[config.mk]
export PLATFORM = sky130hd
export DESIGN_NAME = adderTree
export DESIGN_NICKNAME = d
export VERILOG_FILES = /design/src/design/neuronPkg.sv /design/src/design/adderTree.sv
export SDC_FILE = /design/constraint.sdc
export NUM_CORES = 2
export LEC_CHECK = 0
export CAP_MARGIN = 5
export CELL_PAD_IN_SITES_DETAIL_PLACEMENT = 2
export CELL_PAD_IN_SITES_GLOBAL_PLACEMENT = 2
export CORE_MARGIN = 2
export CORE_UTILIZATION = 35
export DETAILED_ROUTE_END_ITERATION = 7
export DONT_BUFFER_PORTS = 1
export GPL_TIMING_DRIVEN = 0
export PLACE_DENSITY_LB_ADDON = 0.1
export SLEW_MARGIN = 15
export SYNTH_ARGS = -nofsm -noshare
export SYNTH_HDL_FRONTEND = slang
export SYNTH_SLANG_ARGS = --single-unit
[constraint.sdc]
create_clock -name CLK -period 4 [get_ports CLK]
set_input_delay 0.8 -clock CLK [delete_from_list [all_inputs] [get_ports CLK]]
set_output_delay 0.8 -clock CLK [all_outputs]
set_load 0.03 [all_outputs]
[src/design/neuronPkg.sv]
package neuronPkg;

    ////////////////////////////////////////////////////////////
    // Data types
    ////////////////////////////////////////////////////////////

    // Pixel intensity, unsigned
    typedef logic [7:0] pixel_t;

    typedef logic signed [15:0] weight_t;

    // One lane input for one beat
    typedef struct packed {
        pixel_t  pixel;
        weight_t weight;
    } laneIn_t;

    typedef logic signed [31:0] laneAcc_t;

    // Neuron sum including bias
    typedef logic signed [43:0] sum_t;

    // Q8.8 values
    typedef logic signed [15:0] fixed_t;
    typedef logic [15:0] activation_t;

    typedef struct packed {
        fixed_t      preActivation;
        activation_t activation;
    } neuronResult_t;

    typedef enum logic [1:0] {
        sIdle,
        sAccumulate,
        sReduce,
        sHold
    } neuronState_e;

    ////////////////////////////////////////////////////////////
    // Sigmoid breakpoints and offsets, Q8.8
    ////////////////////////////////////////////////////////////

    localparam activation_t SIG_ONE      = 16'd256;
    localparam activation_t SIG_HALF     = 16'd128;
    localparam activation_t SIG_BREAK_1  = 16'd256;
    localparam activation_t SIG_BREAK_2  = 16'd608;
    localparam activation_t SIG_BREAK_3  = 16'd1280;
    localparam activation_t SIG_OFFSET_1 = 16'd160;
    localparam activation_t SIG_OFFSET_2 = 16'd216;

endpackage

[src/design/adderTree.sv]
`timescale 1ns/1ps

module adderTree import neuronPkg::*; #(
    parameter int NUM_LANES = 28
) (
    input  logic                     CLK,
    input  logic                     arstN,
    input  logic                     reduceStart,
    input  laneAcc_t [NUM_LANES-1:0] accs,
    input  weight_t                  bias,
    output logic                     sumValid,
    output sum_t                     sum
);

    // Lanes plus bias, padded to a power of two
    localparam int TREE_STAGES = $clog2(NUM_LANES + 1);
    localparam int LEAVES      = 2 ** TREE_STAGES;

    sum_t leaf [LEAVES];
    // Heap order, node 0 is the root
    sum_t node [LEAVES-1];
    logic [TREE_STAGES-1:0] validPipe;

    genvar i;
    generate
        for (i = 0; i < LEAVES; i++) begin : genLeaf
            if (i < NUM_LANES) begin : genAcc
                assign leaf[i] = sum_t'($signed(accs[i]));
            end else if (i == NUM_LANES) begin : genBias
                assign leaf[i] = sum_t'($signed(bias));
            end else begin : genPad
                assign leaf[i] = '0;
            end
        end

        // One tree level per clock
        for (i = 0; i < LEAVES - 1; i++) begin : genNode
            if (2 * i + 1 >= LEAVES - 1) begin : genBottom
                always_ff @(posedge CLK) begin
                    node[i] <= leaf[2 * i + 2 - LEAVES] + leaf[2 * i + 3 - LEAVES];
                end
            end else begin : genInner
                always_ff @(posedge CLK) begin
                    node[i] <= node[2 * i + 1] + node[2 * i + 2];
                end
            end
        end
    endgenerate

    // Valid bit moves with the data
    always_ff @(posedge CLK or negedge arstN) begin
        if (!arstN) begin
            validPipe <= '0;
        end else begin
            validPipe <= {validPipe[TREE_STAGES-2:0], reduceStart};
        end
    end

    assign sumValid = validPipe[TREE_STAGES-1];
    assign sum      = node[0];

    // A sum only appears a full tree depth after its start
    validLatency: assert property (@(posedge CLK) disable iff (!arstN)
        $rose(sumValid) |-> $past(reduceStart, TREE_STAGES));

endmodule

# Word level (Yosys, flattened, before mapping)
# Memory sizes are Yosys's and may differ from the RTL's.
# Cells that the tools add are included.
dict set report op_classes {
  add_sub_neg 29
}
# cell n
set ops {}
lappend ops {{44-bit adder} 15}
lappend ops {{32-bit by 32-bit adder with 33-bit output} 14}
dict set report totals {
  ram_bits 1364
  ff_bits 5
  mem_count 1
  inputBits 915
  out_inout_bits 45
}
# memory words width rd rd_ports_with_merged_regs write_ports line
set memory_table {}
lappend memory_table {node 31 44 31 0 31 adderTree.sv:21} ;# sum_t node [LEAVES-1];

# Longest topological paths before layout
# An unclocked memory read counts as a cell.
dict set report logic_depth {
  word_depth 2
  mapped_depth 14
  mapped_depth_nobuf 13
}

# Worst setup path after synthesis
# Ideal clock, no wire load.
dict set report synth_path {
  kind {in2reg}
  startpoint {in accs[256] in the netlist's numbering}
  endpoint {mem node[1][175] in the netlist's numbering}
  setup_ns 0.059
  required_ns 3.941
  path_stages 13
  arrival_ns 3.669
  setup_slack_ns 0.272
  cell_sequence {ha_1 -> fa_1 -> a211oi_1 -> o21bai_1 -> a221oi_2 -> a211oi_1 -> o2111ai_1 -> o21ai_1 -> a21o_1 -> a21oi_2 -> o21ai_1 -> a2111oi_0 -> mux2_2}
}
# item line
set synth_rtl {}
lappend synth_rtl {{start: declaration} adderTree.sv:9} ;# input laneAcc_t [NUM_LANES-1:0] accs,
lappend synth_rtl {{end: declaration} adderTree.sv:21}

==> metrics list <==
* VDD IR max: 0.539 mV
- Post-synthesis cell area: about 0.070 mm²
* TritonCTS clock tree: built
- Library cell with the highest instance count after synthesis: dfxtp_1
- The clock net in this run drives a total of approximately 1100 sinks.
- Counting both buffers and inverters, the worst setup path holds a total of 0.
* Main synth FF type: dfxtp_1
- The worst hold path begins at accs[736].
* Internal Pwr Total: a little under 40 mW
- Dividing the detail-routed wire length by the instance count gives between 20 and 25 µm.
- For this design the static power due to leakage is between 30 and 40 nW.
* Vias in the first global route: 64078
- In the synthesized netlist the async set-or-reset flop fraction comes to 0.00448.
* Count of endpoints failing hold in the final timing report: 0
* Top cells by count, synth: dfxtp_1 (1110), ha_1 (980), a21oi_1 (866)
- Pins over their slew limit: 0
- Root buffer cell: clkbuf_16
- Number of remaining DRC errors: 0
* Die Span X: roughly 450 µm
- Number of enable-type register cells in the synthesized netlist: 0
* Total power density per cell area: between 900 and 1000 mW/mm²
* Hold Crit Class: in -> reg
- Buffer levels on the longest clock path: 3
- When the netlist entered floorplanning its net count stood at about 9700.
* Tcrit/Tclk final: 0.959
* TritonCTS Buffers: around 130
- Port Buffer Count: 0
* Sequential cell area fraction in the yosys report: 0.319
* Crit end category: flip-flop
- Entering global routing, the biggest net connects 30 pins.
* RSZ-0062 raised after global routing: true
- At the pin with the least slew margin, the transition time is 991 ps.
* Cell repeated most along the worst path: a21oi_1
- The worst setup path is launched from a flip-flop.
* Sw frac: 0.443
* Count of state elements after synthesis: around 1100
* Fin Hold WS: about 140 ps
- Wire length of the first global-routing pass: around 370 mm
- Worst stage delay on the critical path: about 860 ps
- The signal on the critical path passes through ha_1, fa_1, a21o_1, a21oi_1, o21a_1, o41ai_2, nand4_1, a21oi_1, a21oi_1, o21ai_0, a211oi_1, o22a_1.
- In this run, distinct cell masters in the synthesized netlist total 97.
* Starting density of the core: 0.352
* Proportion of layout cells with a drive suffix above 1: 0.0491
- All-Layer GR Usage: 0.228
* Kind of critical path: reg -> reg
* Final ANT Viol Nets: 0
- The sequential cells in the finished layout cover a total of roughly 0.022 mm².
- Cell at the slowest stage of the critical path: a211oi_1
- Among cell families on the critical path, the largest total delay comes from compound AO/OA/AOI/OAI gates.
* CP Data Required Time: 4710 ps
- Setup violations remaining at the end of the flow were counted as 0.
* Post-route clock skew: 18.0 ps
- The share of total power dissipated in combinational logic is 0.568.
* Area of the multi-input gates: about 0.046 mm²
- Total detailed-routing wirelength: roughly 240 mm
- Routability-driven placement finished with a final weighted congestion of roughly 0.88.
* HPWL after detailed placement: slightly below 200 mm
* Post-placement cell count: around 10000
- Once routing completed, OpenROAD measured the worst setup slack at approximately 160 ps.
- The clock reaches the later pin of the worst-skew pair after roughly 800 ps.
- In this run the standard cell core region covers between 0.15 and 0.2 mm².
* Worst setup path startpoint: node[1][0]
* Max Cap Viol: 0
- Of the total power, registers draw 0.257.
- Synthesis produced a netlist whose cell count is between 7000 and 8000.
* Standard-cell rows: about 160
- During I/O placement, the number of pins put on the boundary was 960.
* Die Outline Area: between 0.2 and 0.25 mm²
- Clock-pin slew on the worst setup and hold paths: ~60 ps
* Initial drt markers: ~1800
* Fillers: 22225
* Highest fanout seen on the critical path: 6
* Average via count per standard cell: ~5.4
- Final critical-path required period: approximately 3800 ps
- Place WS: -827 ps
* Cells taking the most area after synthesis: dfxtp_1 (32%), ha_1 (17%), xnor2_1 (7.4%), a21oi_1 (6.2%), a21o_1 (5.1%)
- Worst Path Arrival: roughly 4500 ps
- For this run, the number of Yosys warnings is 0.
- Relative slew margins: 0.331
* Cell type with the highest aggregate area in the netlist: dfxtp_1
* Syn-to-layout area delta: 11.8%
* Number of nets at the end of the flow: ~9900
* Final non-filler cell total: 10713
- The H-tree was split into 4 levels.
- The detailed router placed around 58000 vias in this run.
* Switch Pwr: between 30 and 40 mW
- Fraction of synthesized cell area taken by the top area cell type: 0.317
- Worst flop-to-flop path startpoint: node[1][0]
* Antenna violations before repair: 12
- The die is between 400 and 500 µm tall.
* First drt pass iteration count: 4
* Global route overflow: 0
* Outcome: finished, final reports clean
- Dividing the synthesized area by the synthesized cell count gives 9.01 µm².
* Fmax achieved: 0.261 GHz
- Relative contribution of the clock network to total power: 0.175
-- cell type report --
class | count | share of cell area
Inverter | 232 | 0.0111
Clock inverter | 54 | 0.00839
Multi-Input combinational cell | 6296 | 0.591
Clock buffer | 189 | 0.0498
Timing Repair Buffer | 21 | 0.00258
Tap cell | 2656 | 0.0424
Buffer | 143 | 0.00906
Antenna cell | 7 | 0.000223
Sequential cell | 1115 | 0.285
-- cell families after synthesis --
family	count (synthesis)	share of synthesized area
buffers and inverters	375	0.0225
xor gates and xnor gates	860	0.107
adders and majority gates	1008	0.183
muxes	5	0.000749
DFF	1115	0.319
and+or+nand+nor	1748	0.123
AOI/OAI and AO/OA	2675	0.245
-- path summary, 6_finish.rpt --
check	endpoint	slack, ps	cells after the start
worst max register to register	node[0][350]	160	12
max in group asynchronous	validPipe[2]	3500	1
worst min register to register	node[0][619]	330	0
worst min-delay path	node[1][440]	140	1
min in group asynchronous	validPipe[3]	310	1
worst max-delay path	node[0][350]	160	12
-- per-layer routing --
| metal | GRT usage | routed length (µm) | up-vias | part of all wire |
|---|---|---|---|---|
| li1 | - | - | 28682 | - |
| met1 | 0.272 | 103000 | 28157 | 0.43 |
| met2 | 0.421 | 122000 | 824 | 0.51 |
| met3 | 0.0302 | 7020 | 267 | 0.030 |
| met4 | 0.0640 | 6370 | 2 | 0.027 |
| met5 | 0 | 13 | - | 0.000055 |
-- cell usage in the layout, fill, tap and decap left out, types with 114 or more instances in the layout --
master	n
nor2_1	462
a21oi_1	861
clkbuf_16	138
nor2b_1	155
xnor2_1	590
dfxtp_1	1109
a21o_1	481
clkbuf_1	114
nand3_1	161
xor2_1	270
nand2_1	394
ha_1	980
o21ai_0	439
inv_1	232
o21bai_1	174
nand2b_1	137
-- power groups by stage --
stage | Clock (mW) | Sequential [mW] | Combinational (mW)
after floorplan | 0 | 17.2 | 29.0
after global placement | 0 | 18.5 | 39.3
after detailed placement | 0 | 18.6 | 40.2
after CTS | 12.9 | 18.4 | 40.9
after global routing | 13.4 | 18.7 | 45.2
final | 12.5 | 18.3 | 40.4
-- per-stage QoR --
step,total power [mW],cell area (µm²),setup TNS [ps],util
finish,71.2,78400,0,0.393
CTS,72.2,78300,0,0.392
global route,77.3,78400,-690,0.393
floorplan,46.2,70100,0,-
detailed placement,58.7,73500,-18040,0.368
global placement,57.9,73500,-14600,0.368
-- registers in the layout, summed over array words and instances (netlist names) --
| register | flops |
|---|---|
| validPipe | 5 |
| node | 1110 |
-- timing repair --
action,4_1_cts,5_1_grt
gates resized for setup,12,29
hold endpoints to repair,22,0
buffers inserted,0,3
hold buffers,18,0
setup endpoints to repair,23,62
cloned,0,0
pin swaps,2,2
(Power assumes the default switching activity.)
