===== src/design/neuronPkg.sv =====
package neuronPkg;

    ////////////////////////////////////////////////////////////
    // Data types
    ////////////////////////////////////////////////////////////

    // Pixel intensity, unsigned
    typedef logic [7:0] pixel_t;

    typedef logic signed [15:0] weight_t;

    // One lane input for one beat
    typedef struct packed {
        pixel_t  pixel;
        weight_t weight;
    } laneIn_t;

    typedef logic signed [31:0] laneAcc_t;

    // Neuron sum including bias
    typedef logic signed [43:0] sum_t;

    // Q8.8 values
    typedef logic signed [15:0] fixed_t;
    typedef logic [15:0] activation_t;

    typedef struct packed {
        fixed_t      preActivation;
        activation_t activation;
    } neuronResult_t;

    typedef enum logic [1:0] {
        sIdle,
        sAccumulate,
        sReduce,
        sHold
    } neuronState_e;

    ////////////////////////////////////////////////////////////
    // Sigmoid breakpoints and offsets, Q8.8
    ////////////////////////////////////////////////////////////

    localparam activation_t SIG_ONE      = 16'd256;
    localparam activation_t SIG_HALF     = 16'd128;
    localparam activation_t SIG_BREAK_1  = 16'd256;
    localparam activation_t SIG_BREAK_2  = 16'd608;
    localparam activation_t SIG_BREAK_3  = 16'd1280;
    localparam activation_t SIG_OFFSET_1 = 16'd160;
    localparam activation_t SIG_OFFSET_2 = 16'd216;

endpackage


===== src/design/neuronController.sv =====
`timescale 1ns/1ps

module neuronController import neuronPkg::*; (
    input  logic          CLK,
    input  logic          arstN,
    input  logic          beatValid,
    input  logic          lastBeat,
    input  logic          actValid,
    input  neuronResult_t act,
    output logic          firstBeat,
    output logic          reduceStart,
    output logic          dataRequest,
    output logic          resultValid,
    output neuronResult_t result
);

    neuronState_e state;
    neuronState_e nextState;
    logic         capture;

    ////////////////////////////////////////////////////////////
    // Frame FSM
    ////////////////////////////////////////////////////////////

    always_comb begin
        nextState = state;
        unique case (state)
            sIdle: begin
                // Single-beat frames skip accumulation
                if (beatValid) begin
                    nextState = lastBeat ? sReduce : sAccumulate;
                end
            end
            sAccumulate: begin
                if (beatValid && lastBeat) begin
                    nextState = sReduce;
                end
            end
            sReduce: begin
                nextState = sHold;
            end
            sHold: begin
                if (actValid) begin
                    nextState = sIdle;
                end
            end
            default: begin
                nextState = sIdle;
            end
        endcase
    end

    always_ff @(posedge CLK or negedge arstN) begin
        if (!arstN) begin
            state <= sIdle;
        end else begin
            state <= nextState;
        end
    end

    // Lanes load instead of add on the first beat
    assign firstBeat   = (state == sIdle);
    assign dataRequest = (state == sIdle) || (state == sAccumulate);
    assign reduceStart = (state == sReduce);

    ////////////////////////////////////////////////////////////
    // Output register
    ////////////////////////////////////////////////////////////

    assign capture = (state == sHold) && actValid;

    always_ff @(posedge CLK or negedge arstN) begin
        if (!arstN) begin
            resultValid <= 1'b0;
            result      <= '0;
        end else begin
            resultValid <= capture;
            if (capture) begin
                result <= act;
            end
        end
    end

    // Lanes still hold the frame until the result is out
    noBeatWhileBusy: assert property (@(posedge CLK) disable iff (!arstN)
        beatValid |-> dataRequest);

endmodule


===== config.mk =====
export PLATFORM = sky130hd
export DESIGN_NAME = neuronController
export DESIGN_NICKNAME = d
export VERILOG_FILES = /design/src/design/neuronPkg.sv /design/src/design/neuronController.sv
export SDC_FILE = /design/constraint.sdc
export NUM_CORES = 1
export LEC_CHECK = 0
export BUFFER_PORTS_ARGS = -buffer_cell sky130_fd_sc_hd__buf_2
export CORE_UTILIZATION = 40
export DETAILED_ROUTE_END_ITERATION = 16
export PLACE_DENSITY = 0.82
export SYNTH_ARGS = -nofsm -noshare
export SYNTH_HDL_FRONTEND = slang
export SYNTH_SLANG_ARGS = --single-unit
export TNS_END_PERCENT = 5

===== constraint.sdc =====
create_clock -name CLK -period 1.95 [get_ports CLK]
set_input_delay 0.39 -clock CLK [delete_from_list [all_inputs] [get_ports CLK]]
set_output_delay 0.39 -clock CLK [all_outputs]
set_load 0.1 [all_outputs]

==> After elaboration in Yosys (flattened, before gate mapping) <==
Cells that the tools add are included.
{ "classes": {"addsub": 0, "n_mul": 0, "div": 0, "magnitude_cmp": 0, "eq_ne": 6, "shifts": 0, "muxes": 5, "bitwise": 0, "n_reduce_logical": 5} }
{ "op_table": {"columns": ["op", "n"], "rows": [
  ["2-bit two-way mux", 4],
  ["2-bit one-hot mux with 4 select lines", 1],
  ["2-bit inequality test (second input constant)", 3],
  ["2-bit == test (second input constant)", 2],
  ["3-bit AND reduction", 1],
  ["2-bit by 1-bit == test with 1-bit output (second input constant)", 1],
  ["1-bit logical AND", 2],
  ["2-bit zero test", 1],
  ["1-bit logical OR", 1]
]} }
{ "word_totals": {"reg_bits": 35, "latch_bits": 0, "mem_bits_rw": 0, "romBits": 0, "in_bits": 37, "output_inout_bits": 36, "word_cells": 20, "memories": 0} }

==> Depth between registers and ports, before layout <==
Gate-level depths: netlist of the first run.
{ "depth": {"ltp_word": 3, "depth_mapped": 5, "ltp_nobuf": 5} }

==> Worst setup path before layout of the first run <==
Ideal clock, no wire load.
{ "synth_timing": {"path_type": "register -> output", "from": "register state[0]", "to": "output port dataRequest", "t_arrival_ps": 1930, "required_ps": 1560, "slack_ps": -370, "path_stages_with_launch": 4, "n_path_buf": 0, "path_cell_list": "dfrtp_1 > inv_1 > ha_1 > or2_2"} }
{ "synth_via": {"elab_chain_len": 2, "word_cells_on_any_way": 3, "classes_between": "1 x eq/ne; 2 x reduce/logical"} }
{ "synth_rtl": {"columns": ["element", "line", "rtl"], "rows": [
  ["start, declared", "neuronController.sv:17", "neuronState_e state;"],
  ["start signal, assigned", "neuronController.sv:55", "state <= sIdle;"],
  ["start signal, assigned", "neuronController.sv:57", "state <= nextState;"],
  ["2-bit zero test", null, null],
  ["via firstBeat", "neuronController.sv:10", "output logic firstBeat,"],
  ["1-bit logical OR", "neuronController.sv:63", "assign dataRequest = (state == sIdle) || (state == sAccumulate);"],
  ["end, declared", "neuronController.sv:12", "output logic dataRequest,"]
]} }
The timed path passes the listed nets, and every way through them passes these cells.

==> Final worst setup path of the first run <==
{ "layout_timing": {"from": "register state[0]", "to": "output port dataRequest"} }
{ "layout_via": {"elab_chain_len": 2, "word_cells_on_any_way": 3, "classes_between": "1 x eq/ne; 2 x reduce/logical"} }
{ "layout_rtl": {"columns": ["element", "line"], "rows": [
  ["2-bit by 1-bit == test with 1-bit output / 2-bit zero test (equally long branches)", "neuronController.sv:63"],
  ["1-bit logical OR (*)", "neuronController.sv:63"]
]} }
Every way passes the cells marked *; elsewhere a longest branch is shown, timed or not.

==> out/qor.yml, run 1 <==
clock_network:
  cts_tree: "done"
  clock_latency_ns: 0.33
  numCtsBuffers: 5
  root_buffer: "clkbuf_4"
  clk_pin_slew_worst_paths_ns: 0.12
  cts.sinks: 35
  ctsHtreeMaxLevel: 2
  clock_path_buffers: 2
cells_and_area:
  final_net_count: 206
  most-common-layout-cells: "69 x buf_2, 35 x dfrtp_1, 32 x mux2_2"
  layout_commonest_cell: "buf_2"
  diodes: 0
  drive_above_1_share: 0.6988
  synthToLayoutAreaGrowth_pct: 35.78
timing:
  slew_violations: 0
  finalClockSkew_ns: 0.01090
  period_minus_slack_ns: 1.878
  hold_viol: 0
  clock.fmax_mhz: 532.4
  worst_slew_pin_slew_ns: 0.7363
  max_slew_margin: 0.5091
  rsz0062_at_grt: "yes"
  finalSetupViolCount: 0
  fin_tns_setup_ns: 0
  period_share: 0.9633
setup_path:
  worst_path_dominant_cell_family: "flip-flops"
  required_ns: 1.56
  endpoint_kind: "output pin"
  critPathLaunchType: "register"
  cp_slowest_stage_delay_ns: 0.40
  cp_cell_sequence: "inv_1 > ha_2 > or2_4 > buf_12"
  crit_arrival_ns: 1.49
  crit_type: "reg2out"
  crit_path_max_fanout: 5
  crit_buf_inv: 2
  cp_slowest_cell: "dfrtp_1"
logic_synthesis:
  synth_compound_area_frac: 0.01949
  netlist_instances: 88
  ys_types: 10
  synth_top_family_by_area: "multiplexers"
  muxShareOfSynthArea: 0.2834
  synth_xor_area_frac: 0
  synthAdderAreaFrac: 0.03543
  syn_nets: 129
  netlist_area_um2: 1413
  synthSimpleGateAreaFrac: 0.02037
  yosys_warnings: 0
  ys_seq_elements: 35
  syn_avg_cell_area_um2: 16.05
  seq_area_frac_synth: 0.6200
route:
  drtIter0Drc: 24
  drcViolationCount: 0
  ant_nets: 0
  first_pass_iters: 4
  via_count: 967
  drt-total-wl_um: 2629
  drt-wirelength-per-cell_um: 12.40
  routed_via_density: 4.561
die:
  die_w_um: 61.43
  start_util: 0.4200
  ios: 73
  floorplan.rows: 21
  dieArea_um2: 3773
  coreArea_um2: 3363
  die_h_um: 61.43
grt:
  met1_usage: 0.1496
  grt-busiest-layer: "met2"
  grt_max_degree: 36
  grt_pass1_vias: 872
  grt-ovfl-total: 0
  grt_usage: 0.1446
  grt_use_met3: 0.07773
  antenna_found_initial: 0
  grt_pass1_wl_um: 3705
  met2_usage: 0.2422
status:
  status: "completed"
placed_design:
  place.port_buffers: 72
  place_hpwl_um: 1979
  place.gp.congestion: 0.8443
flow_run:
  max-cap-violations: 0
min_path:
  hold_class: "in2async"
## stage by stage
| stage | worst slack (ns) | utilization | hold slack (ns) | std cells | cell area [um2] |
|---|---|---|---|---|---|
| detailed placement | 0.3685 | 0.5517 | 0.4873 | 204 | 1856 |
| finish | 0.07162 | 0.5703 | 0.1042 | 212 | 1918 |
| floorplan | 0.1045 | - | 0.09441 | 88 | 1418 |
| global route | -0.003750 | 0.5703 | 0.1253 | 212 | 1918 |
| CTS | 0.05959 | 0.5696 | 0.1167 | 212 | 1916 |
| global placement | 0.4267 | 0.5517 | 0.4805 | 204 | 1856 |
## cell type report
type | count | area [um2]
clock buffer | 5 | 37.54
clock inverter | 3 | 20.02
fill | 309 | 1445
sequential | 35 | 875.8
multi-input combinational | 46 | 511.7
timing repair buffer | 73 | 400.4
tap | 46 | 57.56
inverter | 4 | 15.01
## kinds of logic after synthesis
family                     Yosys count
and+or+nand+nor                      5
adders and majority gates            4
muxes                               36
buffers and inverters                7
AOI/OAI and AO/OA                    1
DFF                                 35
## synth_stat cells
| library cell | n | area share |
|---|---|---|
| dfrtp_1 | 35 | 0.62 |
| inv_1 | 4 | 0.011 |
| nand2_1 | 1 | 0.0027 |
| nor2b_1 | 3 | 0.013 |
| mux2i_1 | 4 | 0.028 |
| mux2_2 | 32 | 0.26 |
| or2_2 | 1 | 0.0044 |
| ha_1 | 4 | 0.035 |
| buf_2 | 3 | 0.011 |
| a2111oi_4 | 1 | 0.019 |
## metal layers
metal	share of wire	vias up
li1	-	458
met1	0.39	460
met2	0.53	47
met3	0.076	2
met4	0.0057	0
met5	0	-
## flip-flops by register name (all words and copies together) (netlist names)
name / count
state: 2
result: 32
resultValid: 1
## path summary, 6_finish.rpt
| kind | startpoint | endpoint | slack (ns) | cells past startpoint |
|---|---|---|---|---|
| min | arstN | resultValid | 0.10 | 1 |
| max reg2reg | state[0] | state[1] | 0.40 | 5 |
| min reg2reg | result[16] | result[16] | 0.51 | 1 |
| min in group CLK | act[7] | result[7] | 0.27 | 2 |
| max | state[0] | dataRequest | 0.07 | 4 |
| max in group asynchronous | arstN | result[21] | 1.37 | 1 |
## repair_timing
item	in CTS	in global routing
hold buffers	0	0
resized for setup	1	1
setup endpoints to repair	1	2
setup buffers	0	0
Power of run 1 is not shown: default switching activity piles up to over one toggle a cycle in this logic, so the estimate is an artifact.
==> run 2, diff against run 1 <==
--- a/config.mk
+++ b/config.mk
@@ -6,6 +6,7 @@
 export NUM_CORES = 1
 export LEC_CHECK = 0
 export BUFFER_PORTS_ARGS = -buffer_cell sky130_fd_sc_hd__buf_2
+export CORE_ASPECT_RATIO = 0.6
 export CORE_UTILIZATION = 40
 export DETAILED_ROUTE_END_ITERATION = 16
 export PLACE_DENSITY = 0.82
==> out/qor.yml, run 2 (same netlist as run 1, synthesis figures left out) <==
status:
  status: "completed"
cells_and_area:
  final_net_count: 207
  drive_above_1_share: 0.6886
  largest_reg_flops: 32
  layout_commonest_cell: "buf_2"
  diodes: 0
  synthToLayoutAreaGrowth_pct: 36.23
  top_regs: "result (32), state (2), resultValid (1)"
  max_flop_register: "result"
  most-common-layout-cells: "70 x buf_2, 35 x dfrtp_1, 32 x mux2_2"
placed_design:
  post-place-ws_ns: 0.2575
  place_hpwl_um: 2033
  place.port_buffers: 72
  place.gp.congestion: 0.7101
flow_run:
  max-cap-violations: 0
setup_path:
  cp_slowest_stage_delay_ns: 0.44
  crit_arrival_ns: 1.44
  cp_slowest_cell: "buf_2"
  crit_path_max_fanout: 3
  worst_path_dominant_cell_family: "buffers and inverters"
  cp_cell_sequence: "inv_1 > ha_1 > buf_2"
  critPathLaunchType: "register"
  crit_buf_inv: 2
  endpoint_kind: "output pin"
  crit_type: "reg2out"
  required_ns: 1.56
grt:
  antenna_found_initial: 0
  grt_pass1_vias: 932
  grt_pass1_wl_um: 4305
  grt_max_degree: 36
  grt_usage: 0.1615
  grt-ovfl-total: 0
clock_network:
  ctsHtreeMaxLevel: 2
  cts_tree: "done"
  cts.sinks: 35
  ctsHoldBuffers: 0
  root_buffer: "clkbuf_8"
  clk_pin_slew_worst_paths_ns: 0.07
  numCtsBuffers: 5
  clock_latency_ns: 0.27
  clock_path_buffers: 2
  post_cts_buffers: 0
route:
  ant_nets: 0
  drt-total-wl_um: 2672
  via_count: 969
  drcViolationCount: 0
  routed_via_density: 4.571
  drt-wirelength-per-cell_um: 12.60
  drtIter0Drc: 7
  first_pass_iters: 2
timing:
  period_share: 0.9385
  finalClockSkew_ns: 0.006750
  slew_violations: 0
  fin_tns_setup_ns: 0
  hold_viol: 0
  period_minus_slack_ns: 1.830
  finalSetupViolCount: 0
  rsz0062_at_grt: "no"
  max_slew_margin: 0.4869
  clock.fmax_mhz: 546.4
  layout_setup_ws_ns: 0.1200
  worst_slew_pin_slew_ns: 0.7696
die:
  coreArea_um2: 3303
  die_w_um: 78.72
  die_h_um: 48.03
  ios: 73
  start_util: 0.4277
  dieArea_um2: 3781
  floorplan.rows: 16
min_path:
  hold_class: "in2async"
## run 2: cell type report
cell class	count	area [um2]
Timing Repair Buffer	74	384.1
Clock inverter	1	5.005
Clock buffer	7	76.32
Inverter	4	15.01
Tap cell	45	56.30
Fill cell	270	1379
Multi-Input combinational cell	46	511.7
Sequential cell	35	875.8
## run 2: per-stage QoR
step | utilization | hold WS, ns | instances | cell area [um2]
5_1_grt | 0.5826 | 0.2239 | 212 | 1924
3_3_place_gp | 0.5553 | 0.4803 | 204 | 1834
6_report | 0.5826 | 0.1860 | 212 | 1924
2_1_floorplan | - | 0.09441 | 88 | 1418
4_1_cts | 0.5807 | 0.2006 | 212 | 1918
3_5_place_dp | 0.5553 | 0.4877 | 204 | 1834
## run 2: what timing repair did
action                                 in CTS  in global routing
endpoints found under the hold margin       0                  0
setup endpoints to repair                   1                  2
resized for setup                           1                  2
## run 2: worst reg2reg max path: stages, from the launching register on
cell	delay, ns
dfrtp_1	0.40
ha_1	0.21
nand2_1	0.24
buf_4	0.29
mux2_2	0.36
## run 2: worst paths after layout
path,start,end,slack [ns],cells past startpoint
setup / recovery,state[0],reduceStart,0.12,3
min in group CLK,act[20],result[20],0.34,2
hold / removal,arstN,result[23],0.19,1
max in group asynchronous,arstN,result[15],1.27,1
setup reg to reg,state[0],result[10],0.34,4
hold reg to reg,result[23],result[23],0.50,1
## run 2: metal layers
layer / up-vias / share of wire / global-route usage
met2: 48 / 0.45 / 0.2626
met1: 459 / 0.46 / 0.1962
met5: - / 0 / 0
met3: 4 / 0.080 / 0.05714
li1: 458 / - / -
met4: 0 / 0.0090 / 0.08889
Power of run 2 is left out for the same reason.
