$ cat config.mk
export PLATFORM = sky130hd
export DESIGN_NAME = productLane
export DESIGN_NICKNAME = d
export VERILOG_FILES = /design/src/design/neuronPkg.sv /design/src/design/productLane.sv
export SDC_FILE = /design/constraint.sdc
export NUM_CORES = 1
export LEC_CHECK = 0
export ABC_AREA = 1
export BUFFER_PORTS_ARGS = -buffer_cell sky130_fd_sc_hd__buf_2
export CORE_ASPECT_RATIO = 0.7
export CORE_MARGIN = 2
export CORE_UTILIZATION = 55
export CTS_BUF_LIST = sky130_fd_sc_hd__clkbuf_16
export DETAILED_ROUTE_END_ITERATION = 12
export PLACE_DENSITY_LB_ADDON = 0.08
export REMOVE_ABC_BUFFERS = 1
export SYNTH_ARGS = -nofsm -noshare
export SYNTH_HDL_FRONTEND = slang
export SYNTH_SLANG_ARGS = --single-unit
$ cat constraint.sdc
create_clock -name CLK -period 4.01 [get_ports CLK]
set_input_delay 0.2005 -clock CLK [delete_from_list [all_inputs] [get_ports CLK]]
set_output_delay 0.2005 -clock CLK [all_outputs]
set_load 0.005 [all_outputs]
$ cat src/design/neuronPkg.sv
package neuronPkg;

    ////////////////////////////////////////////////////////////
    // Data types
    ////////////////////////////////////////////////////////////

    // Pixel intensity, unsigned
    typedef logic [7:0] pixel_t;

    typedef logic signed [15:0] weight_t;

    // One lane input for one beat
    typedef struct packed {
        pixel_t  pixel;
        weight_t weight;
    } laneIn_t;

    typedef logic signed [31:0] laneAcc_t;

    // Neuron sum including bias
    typedef logic signed [43:0] sum_t;

    // Q8.8 values
    typedef logic signed [15:0] fixed_t;
    typedef logic [15:0] activation_t;

    typedef struct packed {
        fixed_t      preActivation;
        activation_t activation;
    } neuronResult_t;

    typedef enum logic [1:0] {
        sIdle,
        sAccumulate,
        sReduce,
        sHold
    } neuronState_e;

    ////////////////////////////////////////////////////////////
    // Sigmoid breakpoints and offsets, Q8.8
    ////////////////////////////////////////////////////////////

    localparam activation_t SIG_ONE      = 16'd256;
    localparam activation_t SIG_HALF     = 16'd128;
    localparam activation_t SIG_BREAK_1  = 16'd256;
    localparam activation_t SIG_BREAK_2  = 16'd608;
    localparam activation_t SIG_BREAK_3  = 16'd1280;
    localparam activation_t SIG_OFFSET_1 = 16'd160;
    localparam activation_t SIG_OFFSET_2 = 16'd216;

endpackage

$ cat src/design/productLane.sv
`timescale 1ns/1ps

module productLane import neuronPkg::*; (
    input  logic     CLK,
    input  logic     arstN,
    input  logic     beatValid,
    input  logic     firstBeat,
    input  laneIn_t  laneIn,
    output laneAcc_t acc
);

    laneAcc_t pixelExt;
    laneAcc_t weightExt;
    laneAcc_t product;

    // Pixel is unsigned, so pad with a zero before the signed multiply
    assign pixelExt  = laneAcc_t'($signed({1'b0, laneIn.pixel}));
    assign weightExt = laneAcc_t'(laneIn.weight);
    assign product   = pixelExt * weightExt;

    // First beat of a frame restarts the total
    always_ff @(posedge CLK or negedge arstN) begin
        if (!arstN) begin
            acc <= '0;
        end else if (beatValid) begin
            if (firstBeat) begin
                acc <= product;
            end else begin
                acc <= acc + product;
            end
        end
    end

endmodule

**After elaboration in Yosys (flattened, before gate mapping)**

Index checks and enable logic that the tools add are counted.

- Add/sub/neg operators: 1
- Multipliers: 1
- Muxes and demuxes: 1

Operators with widths:

| cell | count |
|---|---|
| $add 32x25->32 | 1 |
| $mux 32 | 1 |
| $mul 9x16->25 | 1 |

- Bits in registers: 32
- Logic and storage cells: 4

**Longest topological paths before layout**

Gate-level depths: netlist (run 1).

- Depth in word-level cells: 3
- Mapped depth: 37
- Mapped depth without buffers: 35

**Worst setup path after synthesis (run 1)**

No wires, ideal clock.

- Path kind: input port to flip-flop
- From: in laneIn[21] (netlist bit)
- To: reg acc[25]
- Path buffers: 2
- Setup slack: -1.426 ns
- Arrival time: 5.362 ns
- Stages: 27
- Setup time: 0.074 ns
- Path through: clkbuf_1 > clkbuf_1 > nand2_1 > fa_1 > fa_1 > inv_1 > fa_1 > inv_1 > fa_1 > inv_1 > ha_1 > a21oi_1 > o21ai_0 > a21oi_1 > inv_1 > nand2_1 > nand3b_1 > and2_1 > ha_1 > nand2_1 > nor2_1 > nand2_1 > nor4_1 > nand2_1 > nand3_1 > nand3_1 > a21oi_4

- Cells in the longest elaborated chain, start to end: 3

Ends and longest elaborated chain:

| element | RTL line | text |
|---|---|---|
| from (decl) | productLane.sv:8 | `input laneIn_t laneIn,` |
| $mul 9x16->25 (*) | productLane.sv:19 | `assign product = pixelExt * weightExt;` |
| $add 32x25->32 | productLane.sv:29 | `acc <= acc + product;` |
| $mux 32 (*) | productLane.sv:26 | `if (firstBeat) begin` |
| to (signal assigned) | productLane.sv:27 | `acc <= product;` |
| to (signal assigned) | productLane.sv:29 |  |
| to (decl) | productLane.sv:9 | `output laneAcc_t acc` |

Mark *: on every way between the ends. The rest lies on a longest branch, timed or not.
A chain may end at the register's enable or synchronous reset.

**Worst setup path in the final report (run 1)**

- From: in laneIn[19] (netlist bit)
- To: reg acc[19]

Same word-level chain as after synthesis.

==> metrics.txt, run 1 <==
minimum clock period=5.58 ns; Crit Reg-Reg Startpoint=acc[0]; Netlist Area Pre-Place=8630 um2; Ports=60; Post-DRT Antenna Nets=0; Via Count=11.3k; Slew headroom=31.3%; largest reg by FF count=acc; multiplexer area fraction after synthesis=0%; Synth Register Bits=32; H-tree depth=2; Worst R2R End=acc[16]; share of layout cells above drive strength 1=45.7%; crit path max-delay cell type=fa_1; Die Width=154 um; GRT Total Usage=37.0%; Die Ht=109 um; TritonCTS buffer count=5; CTS clk-pin slew, worst paths=0.07 ns; share of the synthesized area in the top cell type=23.9%; Worst-Skew Late Latency=0.32 ns; CTS tree=yes; largest area contributor in the netlist=fa_1; P&R area growth vs syn=58.7%; final period utilization=139%; DR iter-0 viols=1894; hold_ws=0.0116 ns; Initial Util=56.0%; Synth area leaders=fa_1 24%, nand2_1 18%, inv_1 13%; Startpoint Class=input pin; full die area=16700 um2; Clk Tree Root Cell=clkbuf_16; largest net degree at the start of global routing=38; Clock Sink Count=32; Post-Syn Area per Cell=6.51 um2; Synth Area in Compound Gates=8.59%; Worst EP required=4.22 ns; post-DP HPWL=19300 um; reg2reg path depth=12; row cnt=38; Post-Layout Cell Count=1792; Residual DRC=0; pre-CTS WS=-1.78 ns; max reg flops=32; drt via density=6.31; Final Max Tran Viols=0; WP data arrival=5.78 ns; Critical Path Max Stage Delay=0.59 ns; ANT cells=0; synth unique cells=43; Placed Cells=1708; RSZ-0062 raised after global routing=yes; clock buffer depth=2; most frequent cell on the critical path=nand2_1; Final Net Count=1804; Ys Warns=0; Max Cap Viol=0; total wire length=41300 um; setup slack after layout=-1.57 ns; simple-gate share of the synthesized area=28.4%; Synth Area in Adders=35.8%; routed len/inst=23.1 um; first-pass GRT wire length=49300 um; largest family of logic cells by synthesized area=adder cells; final setup fails=26; largest registers=acc: 32 flops; port bufs=59; violated checks=setup timing; outcome=finished, violations left; Fin. Hold Viols=0; core area=15400 um2; worst reg2reg setup slack=1.41 ns; Crit Path Category=input pin to flop; XOR/XNOR Fraction of Synth Area=2.13%; overflow left after global routing=0; GPL Wtd Cong=0.953; Worst Skew=0.00996 ns; Worst-Margin Slew=1.03 ns; vias in the first global route=9914; post-synthesis sequential area ratio=9.28%; drt first pass iters=6; antenna violations before repair=0; utilization after layout=88.9%; CP Max Fanout=12; f_max=179 MHz; nature of the critical path endpoint=flop; HP Class=input pin to asynchronous set/reset pin; Post-Syn Instances=1326
-- routing by layer --
layer / share of wire, % / wire, um / vias to the layer above / GRT usage [%]
met5: 0 / 0 / - / 0
met4: 8.6 / 3570 / 0 / 11.5
met3: 13 / 5570 / 424 / 6.56
met2: 43 / 17800 / 1128 / 61.6
met1: 35 / 14300 / 5258 / 49.6
li1: - / - / 4494 / -
-- worst max-delay path, delay by kind of cell --
| family | cells | cell delay [ns] |
|---|---|---|
| xor+xnor | 1 | 0.19 |
| simple gates | 14 | 1.54 |
| buf+inv | 9 | 1.05 |
| fa+ha+maj | 6 | 2.77 |
-- metrics by stage --
stage          cell area [um2]  setup TNS (ns)
3_5_place_dp             10300          -39.84
6_report                 13700          -33.57
3_3_place_gp             10300          -38.00
5_1_grt                  13700          -35.52
4_1_cts                  12700          -18.49
2_1_floorplan             8460          -17.44
-- synthesized netlist by cell type, drive strengths merged --
library cell	n
nand2	423
inv	316
fa	103
ha	82
nor2	82
a21oi	70
nand3	65
clkbuf	41
dfrtp	32
o21ai	25
xor2	12
a21o	9
o21bai	9
xnor2	9
and2	7
nand3b	7
a31oi	5
nor3	5
o211ai	5
nand4	4
or2	4
buf	3
nor4	3
o21a	2
a211oi	1
clkinv	1
nand2b	1
-- cell usage in the layout (no fill, tap or decap), drive strengths merged --
cell type	synthesis	routed
clkbuf	41	8
o21bai	9	9
xor2	12	12
nand2	423	423
nand3b	7	7
bufinv	0	1
a21oi	70	70
nand4	4	4
nand2b	1	1
o211ai	5	5
buf	3	299
xnor2	9	9
dfrtp	32	32
a211oi	1	1
fa	103	103
ha	82	82
nor3	5	5
nand3	65	65
a21o	9	9
nor2	82	82
a31oi	5	5
clkinv	1	2
inv	316	317
and2	7	7
o21a	2	2
nor4	3	3
or2	4	4
o21ai	25	25
-- how the worst max path moves through the flow --
stage	endpoint	start	slack [ns]
3_3_place_gp	acc[30]	laneIn[21]	-1.69
3_5_place_dp	acc[22]	laneIn[21]	-1.78
2_1_floorplan	acc[25]	laneIn[16]	-0.94
5_1_grt	acc[25]	laneIn[8]	-1.64
6_report	acc[19]	laneIn[19]	-1.57
4_1_cts	acc[31]	laneIn[18]	-0.90
-- cells by family (layout without fill, tap and decap cells) --
group | count (synthesis) | count (layout)
fa+ha+maj | 185 | 185
buf+inv | 361 | 627
compound gates | 126 | 126
flops | 32 | 32
xor+xnor | 21 | 21
simple gates | 601 | 601
-- final cells by class --
cell class	count	area, um2
timing repair buffer	302	2520
clock buffer	5	125
fill	660	1710
multi-input combinational	933	8760
sequential	32	801
inverter	317	1190
clock inverter	3	38.8
tap	200	250
-- what timing repair did --
item	4_1_cts	5_1_grt
hold buffers	0	0
cloned	3	0
gates resized for setup	438	179
buffers inserted	45	30
hold endpoints to repair	0	0
pin swaps	180	137
endpoints found under the setup margin	26	26
Power of run 1 is not shown: default switching activity piles up to over one toggle a cycle in this logic, so the estimate is an artifact.
==> inputs of run 2 (changes only) <==
REMOVE_ABC_BUFFERS = not set   (was 1)
==> metrics.txt, run 2 (same netlist as run 1, synthesis figures left out) <==
core area=15400 um2 (unchanged); GRT Total Usage=32.4% (-4.5 points); final setup fails=26 (unchanged); Initial Util=56.0% (unchanged); Fin. Hold Viols=18 (+18); first-pass GRT wire length=43600 um (-12%); setup slack after layout=-1.09 ns (+0.473 ns); drt via density=5.50 (-13%); Slew headroom=31.2% (-0.079 points); most common cell after layout, fill and taps aside=nand2_1; worst path bufs/invs=9 (unchanged); share of layout cells above drive strength 1=41.7% (-3.9 points); CP Max Fanout=7 (-5); total wire length=30300 um (-27%); ANT cells=0 (unchanged); HP Class=input pin to asynchronous set/reset pin; CTS tree=yes; Post-DRT Antenna Nets=0 (unchanged); syn_nets=1539; H-tree depth=2 (unchanged); Clk Tree Root Cell=clkbuf_16; overflow left after global routing=0 (unchanged); Clock Sink Count=32 (unchanged); Fillers=871 (+32%); RSZ-0062 raised after global routing=yes; largest net degree at the start of global routing=38 (unchanged); crit path max-delay cell type=fa_1; largest registers=acc: 32 flops; Placed Cells=1697 (-0.64%); port bufs=59 (unchanged); P&R area growth vs syn=51.4%; DR iter-0 viols=867 (-54%); Die Ht=109 um (unchanged); Worst-Margin Slew=1.03 ns (+0.00119 ns); WP data arrival=5.32 ns (-0.46 ns); Max Cap Viol=0 (unchanged); most frequent cell on the critical path=inv_2; Top Family by Delay on Critical Path=adder cells; GR Util met2=52.9% (-8.7 points); Ports=60 (unchanged); Worst Skew=0.00820 ns (-0.00176 ns); Via Count=9646 (-15%); Residual DRC=0 (unchanged); final period utilization=127% (-12 points); CTS clk-pin slew, worst paths=0.06 ns (about the same); Final Net Count=1765 (-2.2%); vias in the first global route=9263 (-6.6%); Crit Path Category=input pin to flop; reg2reg path depth=12 (unchanged); violated checks=hold timing, setup timing; Startpoint Class=input pin; TritonCTS buffer count=5 (unchanged); row cnt=38 (unchanged); worst reg2reg setup slack=1.65 ns (+0.24 ns); routed len/inst=17.3 um (-25%); GPL Wtd Cong=0.980 (+2.8%); clock buffer depth=2 (unchanged); f_max=196 MHz (+9.3%); Worst EP required=4.23 ns (about the same); Worst-Skew Late Latency=0.30 ns (-0.02 ns); hold buffer count at cts=0 (unchanged); Final Max Tran Viols=0 (unchanged); antenna violations before repair=0 (unchanged); outcome=finished, violations left; Critical Path Max Stage Delay=0.58 ns (about the same); GR Util met3=6.56% (unchanged); met1 usage in global routing=45.4% (-4.2 points); post-DP HPWL=19900 um (+3.2%); Worst R2R End=acc[12]; Post-Layout Cell Count=1753 (-2.2%); nature of the critical path endpoint=flop; full die area=16700 um2 (unchanged); minimum clock period=5.10 ns (-0.473 ns); drt first pass iters=8 (+2); Crit Reg-Reg Startpoint=acc[0]; most frequent cells in the layout=297 x nand2_1, 264 x inv_1, 176 x buf_4; Die Width=154 um (unchanged); largest reg by FF count=acc; hold_ws=-0.0128 ns (-0.0244 ns); gr busiest metal=met2; max reg flops=32 (unchanged)
[run 2: worst max path at each step]
stage                          start       to  depth (start not counted)
after global placement    laneIn[19]  acc[30]                         29
final                     laneIn[17]  acc[15]                         31
after floorplan           laneIn[21]  acc[25]                         27
after CTS                 laneIn[16]  acc[31]                         32
after detailed placement  laneIn[18]  acc[30]                         30
after global routing      laneIn[17]  acc[31]                         35
[run 2: metal layers]
layer  vias to the layer above  wire [um]  part of all wire [%]
li1                       4434          -                     -
met1                      4620      12500                    41
met2                       486      13900                    46
met3                       106       2790                   9.2
met4                         0       1090                   3.6
met5                         -          0                     0
[run 2: repair_timing]
action / CTS / global route
setup buffers: 30 / 19
pin swaps: 109 / 112
gates resized for setup: 201 / 184
cloned: 2 / 0
endpoints found under the setup margin: 26 / 26
[run 2: cell type report]
type	instances	area, um2	area share [%]
Clock inverter	3	23.8	0.182
Inverter	317	1200	9.18
Clock buffer	5	125	0.958
Timing Repair Buffer	262	2120	16.2
Sequential cell	32	801	6.13
Multi-Input combinational cell	934	8550	65.4
Tap cell	200	250	1.92
[run 2: per-stage QoR]
stage | setup TNS (ns) | setup slack [ns] | area, um2 | utilization (%) | hold slack (ns)
after floorplan | -17.07 | -0.882 | 9620 | - | -0.0951
after global placement | -32.53 | -1.50 | 11000 | 71.6 | 0.325
after detailed placement | -34.59 | -1.56 | 11000 | 71.6 | 0.325
after CTS | -17.90 | -0.878 | 12200 | 79.3 | 0.0172
after global routing | -27.96 | -1.29 | 13100 | 84.8 | 0.0628
final | -23.63 | -1.09 | 13100 | 84.8 | -0.0128
Power of run 2 is left out for the same reason.
==> inputs of run 3 (changes only) <==
--- a/config.mk
+++ b/config.mk
@@ -10,8 +10,9 @@
 export CORE_ASPECT_RATIO = 0.7
 export CORE_MARGIN = 2
-export CORE_UTILIZATION = 55
+export CORE_UTILIZATION = 40
 export CTS_BUF_LIST = sky130_fd_sc_hd__clkbuf_16
 export DETAILED_ROUTE_END_ITERATION = 12
 export PLACE_DENSITY_LB_ADDON = 0.08
+export SLEW_MARGIN = 20
 export SYNTH_ARGS = -nofsm -noshare
 export SYNTH_HDL_FRONTEND = slang
==> constraint.sdc (replaced) <==
create_clock -name CLK -period 4.01 [get_ports CLK]
set_input_delay 0.802 -clock CLK [delete_from_list [all_inputs] [get_ports CLK]]
set_output_delay 0.802 -clock CLK [all_outputs]
set_load 0.005 [all_outputs]
==> metrics.txt, run 3 (same netlist as run 1, synthesis figures left out) <==
most frequent cells in the layout=301 x nand2_1, 270 x inv_1, 167 x buf_4; Worst EP required=4.24 ns (about the same); Top Family by Delay on Critical Path=adder cells; CP startpoint=laneIn[18]; Worst-Skew Late Latency=0.30 ns (about the same); P&R area growth vs syn=54.5%; post-DP HPWL=20900 um (+4.9%); WP data arrival=5.80 ns (+0.48 ns); Final Max Tran Viols=0 (unchanged); drt first pass iters=5 (-3); overflow left after global routing=0 (unchanged); drt via density=4.82 (-12%); DR iter-0 viols=443 (-49%); final period utilization=139% (+12 points); Worst-Margin Slew=0.890 ns (-0.142 ns); Design Area, Final=13300 um2 (+2.0%); largest registers=acc: 32 flops; multi-input logic area=8610 um2 (+0.70%); nature of the critical path endpoint=flop; placed cell areas=11200 um2 (+1.5%); Worst Skew=0.00449 ns (-0.00372 ns); outcome=finished, violations left; final setup fails=27 (+3.8%); clock buffer depth=2 (unchanged); reg2reg path depth=13 (+1); HP Class=flop to flop; antenna violations before repair=0 (unchanged); Via Count=8831 (-8.4%); most common cell after layout, fill and taps aside=nand2_1; GRT Total Usage=24.2% (-8.3 points); share of layout cells above drive strength 1=41.6% (-0.11 points); Slew headroom=40.6% (+9.4 points); crit path max-delay cell type=fa_1; total wire length=26500 um (-12%); Ports=60 (unchanged); setup slack after layout=-1.57 ns (-0.472 ns); most frequent cell on the critical path=fa_1; row cnt=44 (+16%); Post-DRT Antenna Nets=0 (unchanged); CP Max Fanout=6 (-1); core area=20900 um2 (+36%); utilization after layout=63.7% (-21 points); TritonCTS buffer count=5 (unchanged); Startpoint Class=input pin; CP Depth=29 (-6.5%); port bufs=59 (unchanged); full die area=22800 um2 (+36%); f_max=179 MHz (-8.5%); ANT cells=0 (unchanged); worst path bufs/invs=9 (unchanged); Fillers=1848 (+110%); Crit Reg-Reg Startpoint=acc[0]; largest net degree at the start of global routing=38 (unchanged); Clk Tree Root Cell=clkbuf_16; Fin. Hold Viols=0 (-18); Initial Util=41.2% (-15 points); worst reg2reg setup slack=1.73 ns (+0.08 ns); Final Net Count=1769 (+0.23%); first-pass GRT wire length=44600 um (+2.3%); RSZ-0062 raised after global routing=yes; largest reg by FF count=acc; H-tree depth=2 (unchanged); GPL Wtd Cong=0.930 (-5.1%); syn_nets=1539 (unchanged); Critical Path Max Stage Delay=0.56 ns (-0.02 ns); Residual DRC=0 (unchanged); CTS tree=yes; Crit Path Category=input pin to flop; minimum clock period=5.58 ns (+0.472 ns); CTS clk-pin slew, worst paths=0.06 ns (about the same); Die Width=180 um (+17%); routed len/inst=14.5 um (-16%); max reg flops=32 (unchanged); hold buffer count at cts=0 (unchanged); Max Cap Viol=0 (unchanged); Worst R2R End=acc[20]; Clock Sink Count=32 (unchanged); vias in the first global route=8950 (-3.4%); Die Ht=127 um (+17%); register area=801 um2 (unchanged); violated checks=setup timing; Critical Path End=acc[25]
run 3: per-stage QoR:
stage                     TNS, ns  setup slack, ns  hold slack (ns)  std cells
after floorplan            -32.75            -1.48            0.498       1326
after global placement     -49.67            -2.18            0.503       1777
after detailed placement   -50.61            -2.24            0.505       1777
after CTS                  -35.35            -1.55            0.552       1810
after global routing       -41.66            -1.81            0.582       1833
final                      -35.66            -1.57            0.547       1833
run 3: per-layer routing:
metal	part of all wire, %	wire (um)	track usage [%]
met1	52	13700	36.7
met2	43	11300	37.1
met3	4.5	1210	3.82
met4	1.0	272	2.92
met5	0	0	0
run 3: worst min path at each step:
stage             from      end  slack (ns)  depth (start not counted)
6_report       acc[31]  acc[31]        0.55                          2
5_1_grt        acc[31]  acc[31]        0.58                          2
4_1_cts        acc[31]  acc[31]        0.55                          2
3_5_place_dp    acc[8]   acc[8]        0.50                          2
3_3_place_gp    acc[8]   acc[8]        0.50                          2
2_1_floorplan  acc[12]  acc[12]        0.50                          2
run 3: final cells by class:
cell class	instances	area share (%)
clock buffers	5	0.939
clock inverters	3	0.319
inverters	317	9.02
multi-input cells	933	64.6
flip-flops and latches	32	6.01
well taps	276	2.59
repair buffers	267	16.6
run 3: worst min-delay path, delay by kind of cell, from the launching register on:
kind / cells / cell delay (ns)
flip-flops: 1 / 0.39
AND/OR/NAND/NOR: 2 / 0.13
run 3: timing repair:
| item | CTS | global route |
|---|---|---|
| endpoints found under the setup margin | 27 | 28 |
| setup buffers | 23 | 25 |
| gates resized for setup | 236 | 151 |
| pin swaps | 119 | 118 |
| gates cloned | 3 | 0 |
Power of run 3 is left out for the same reason.
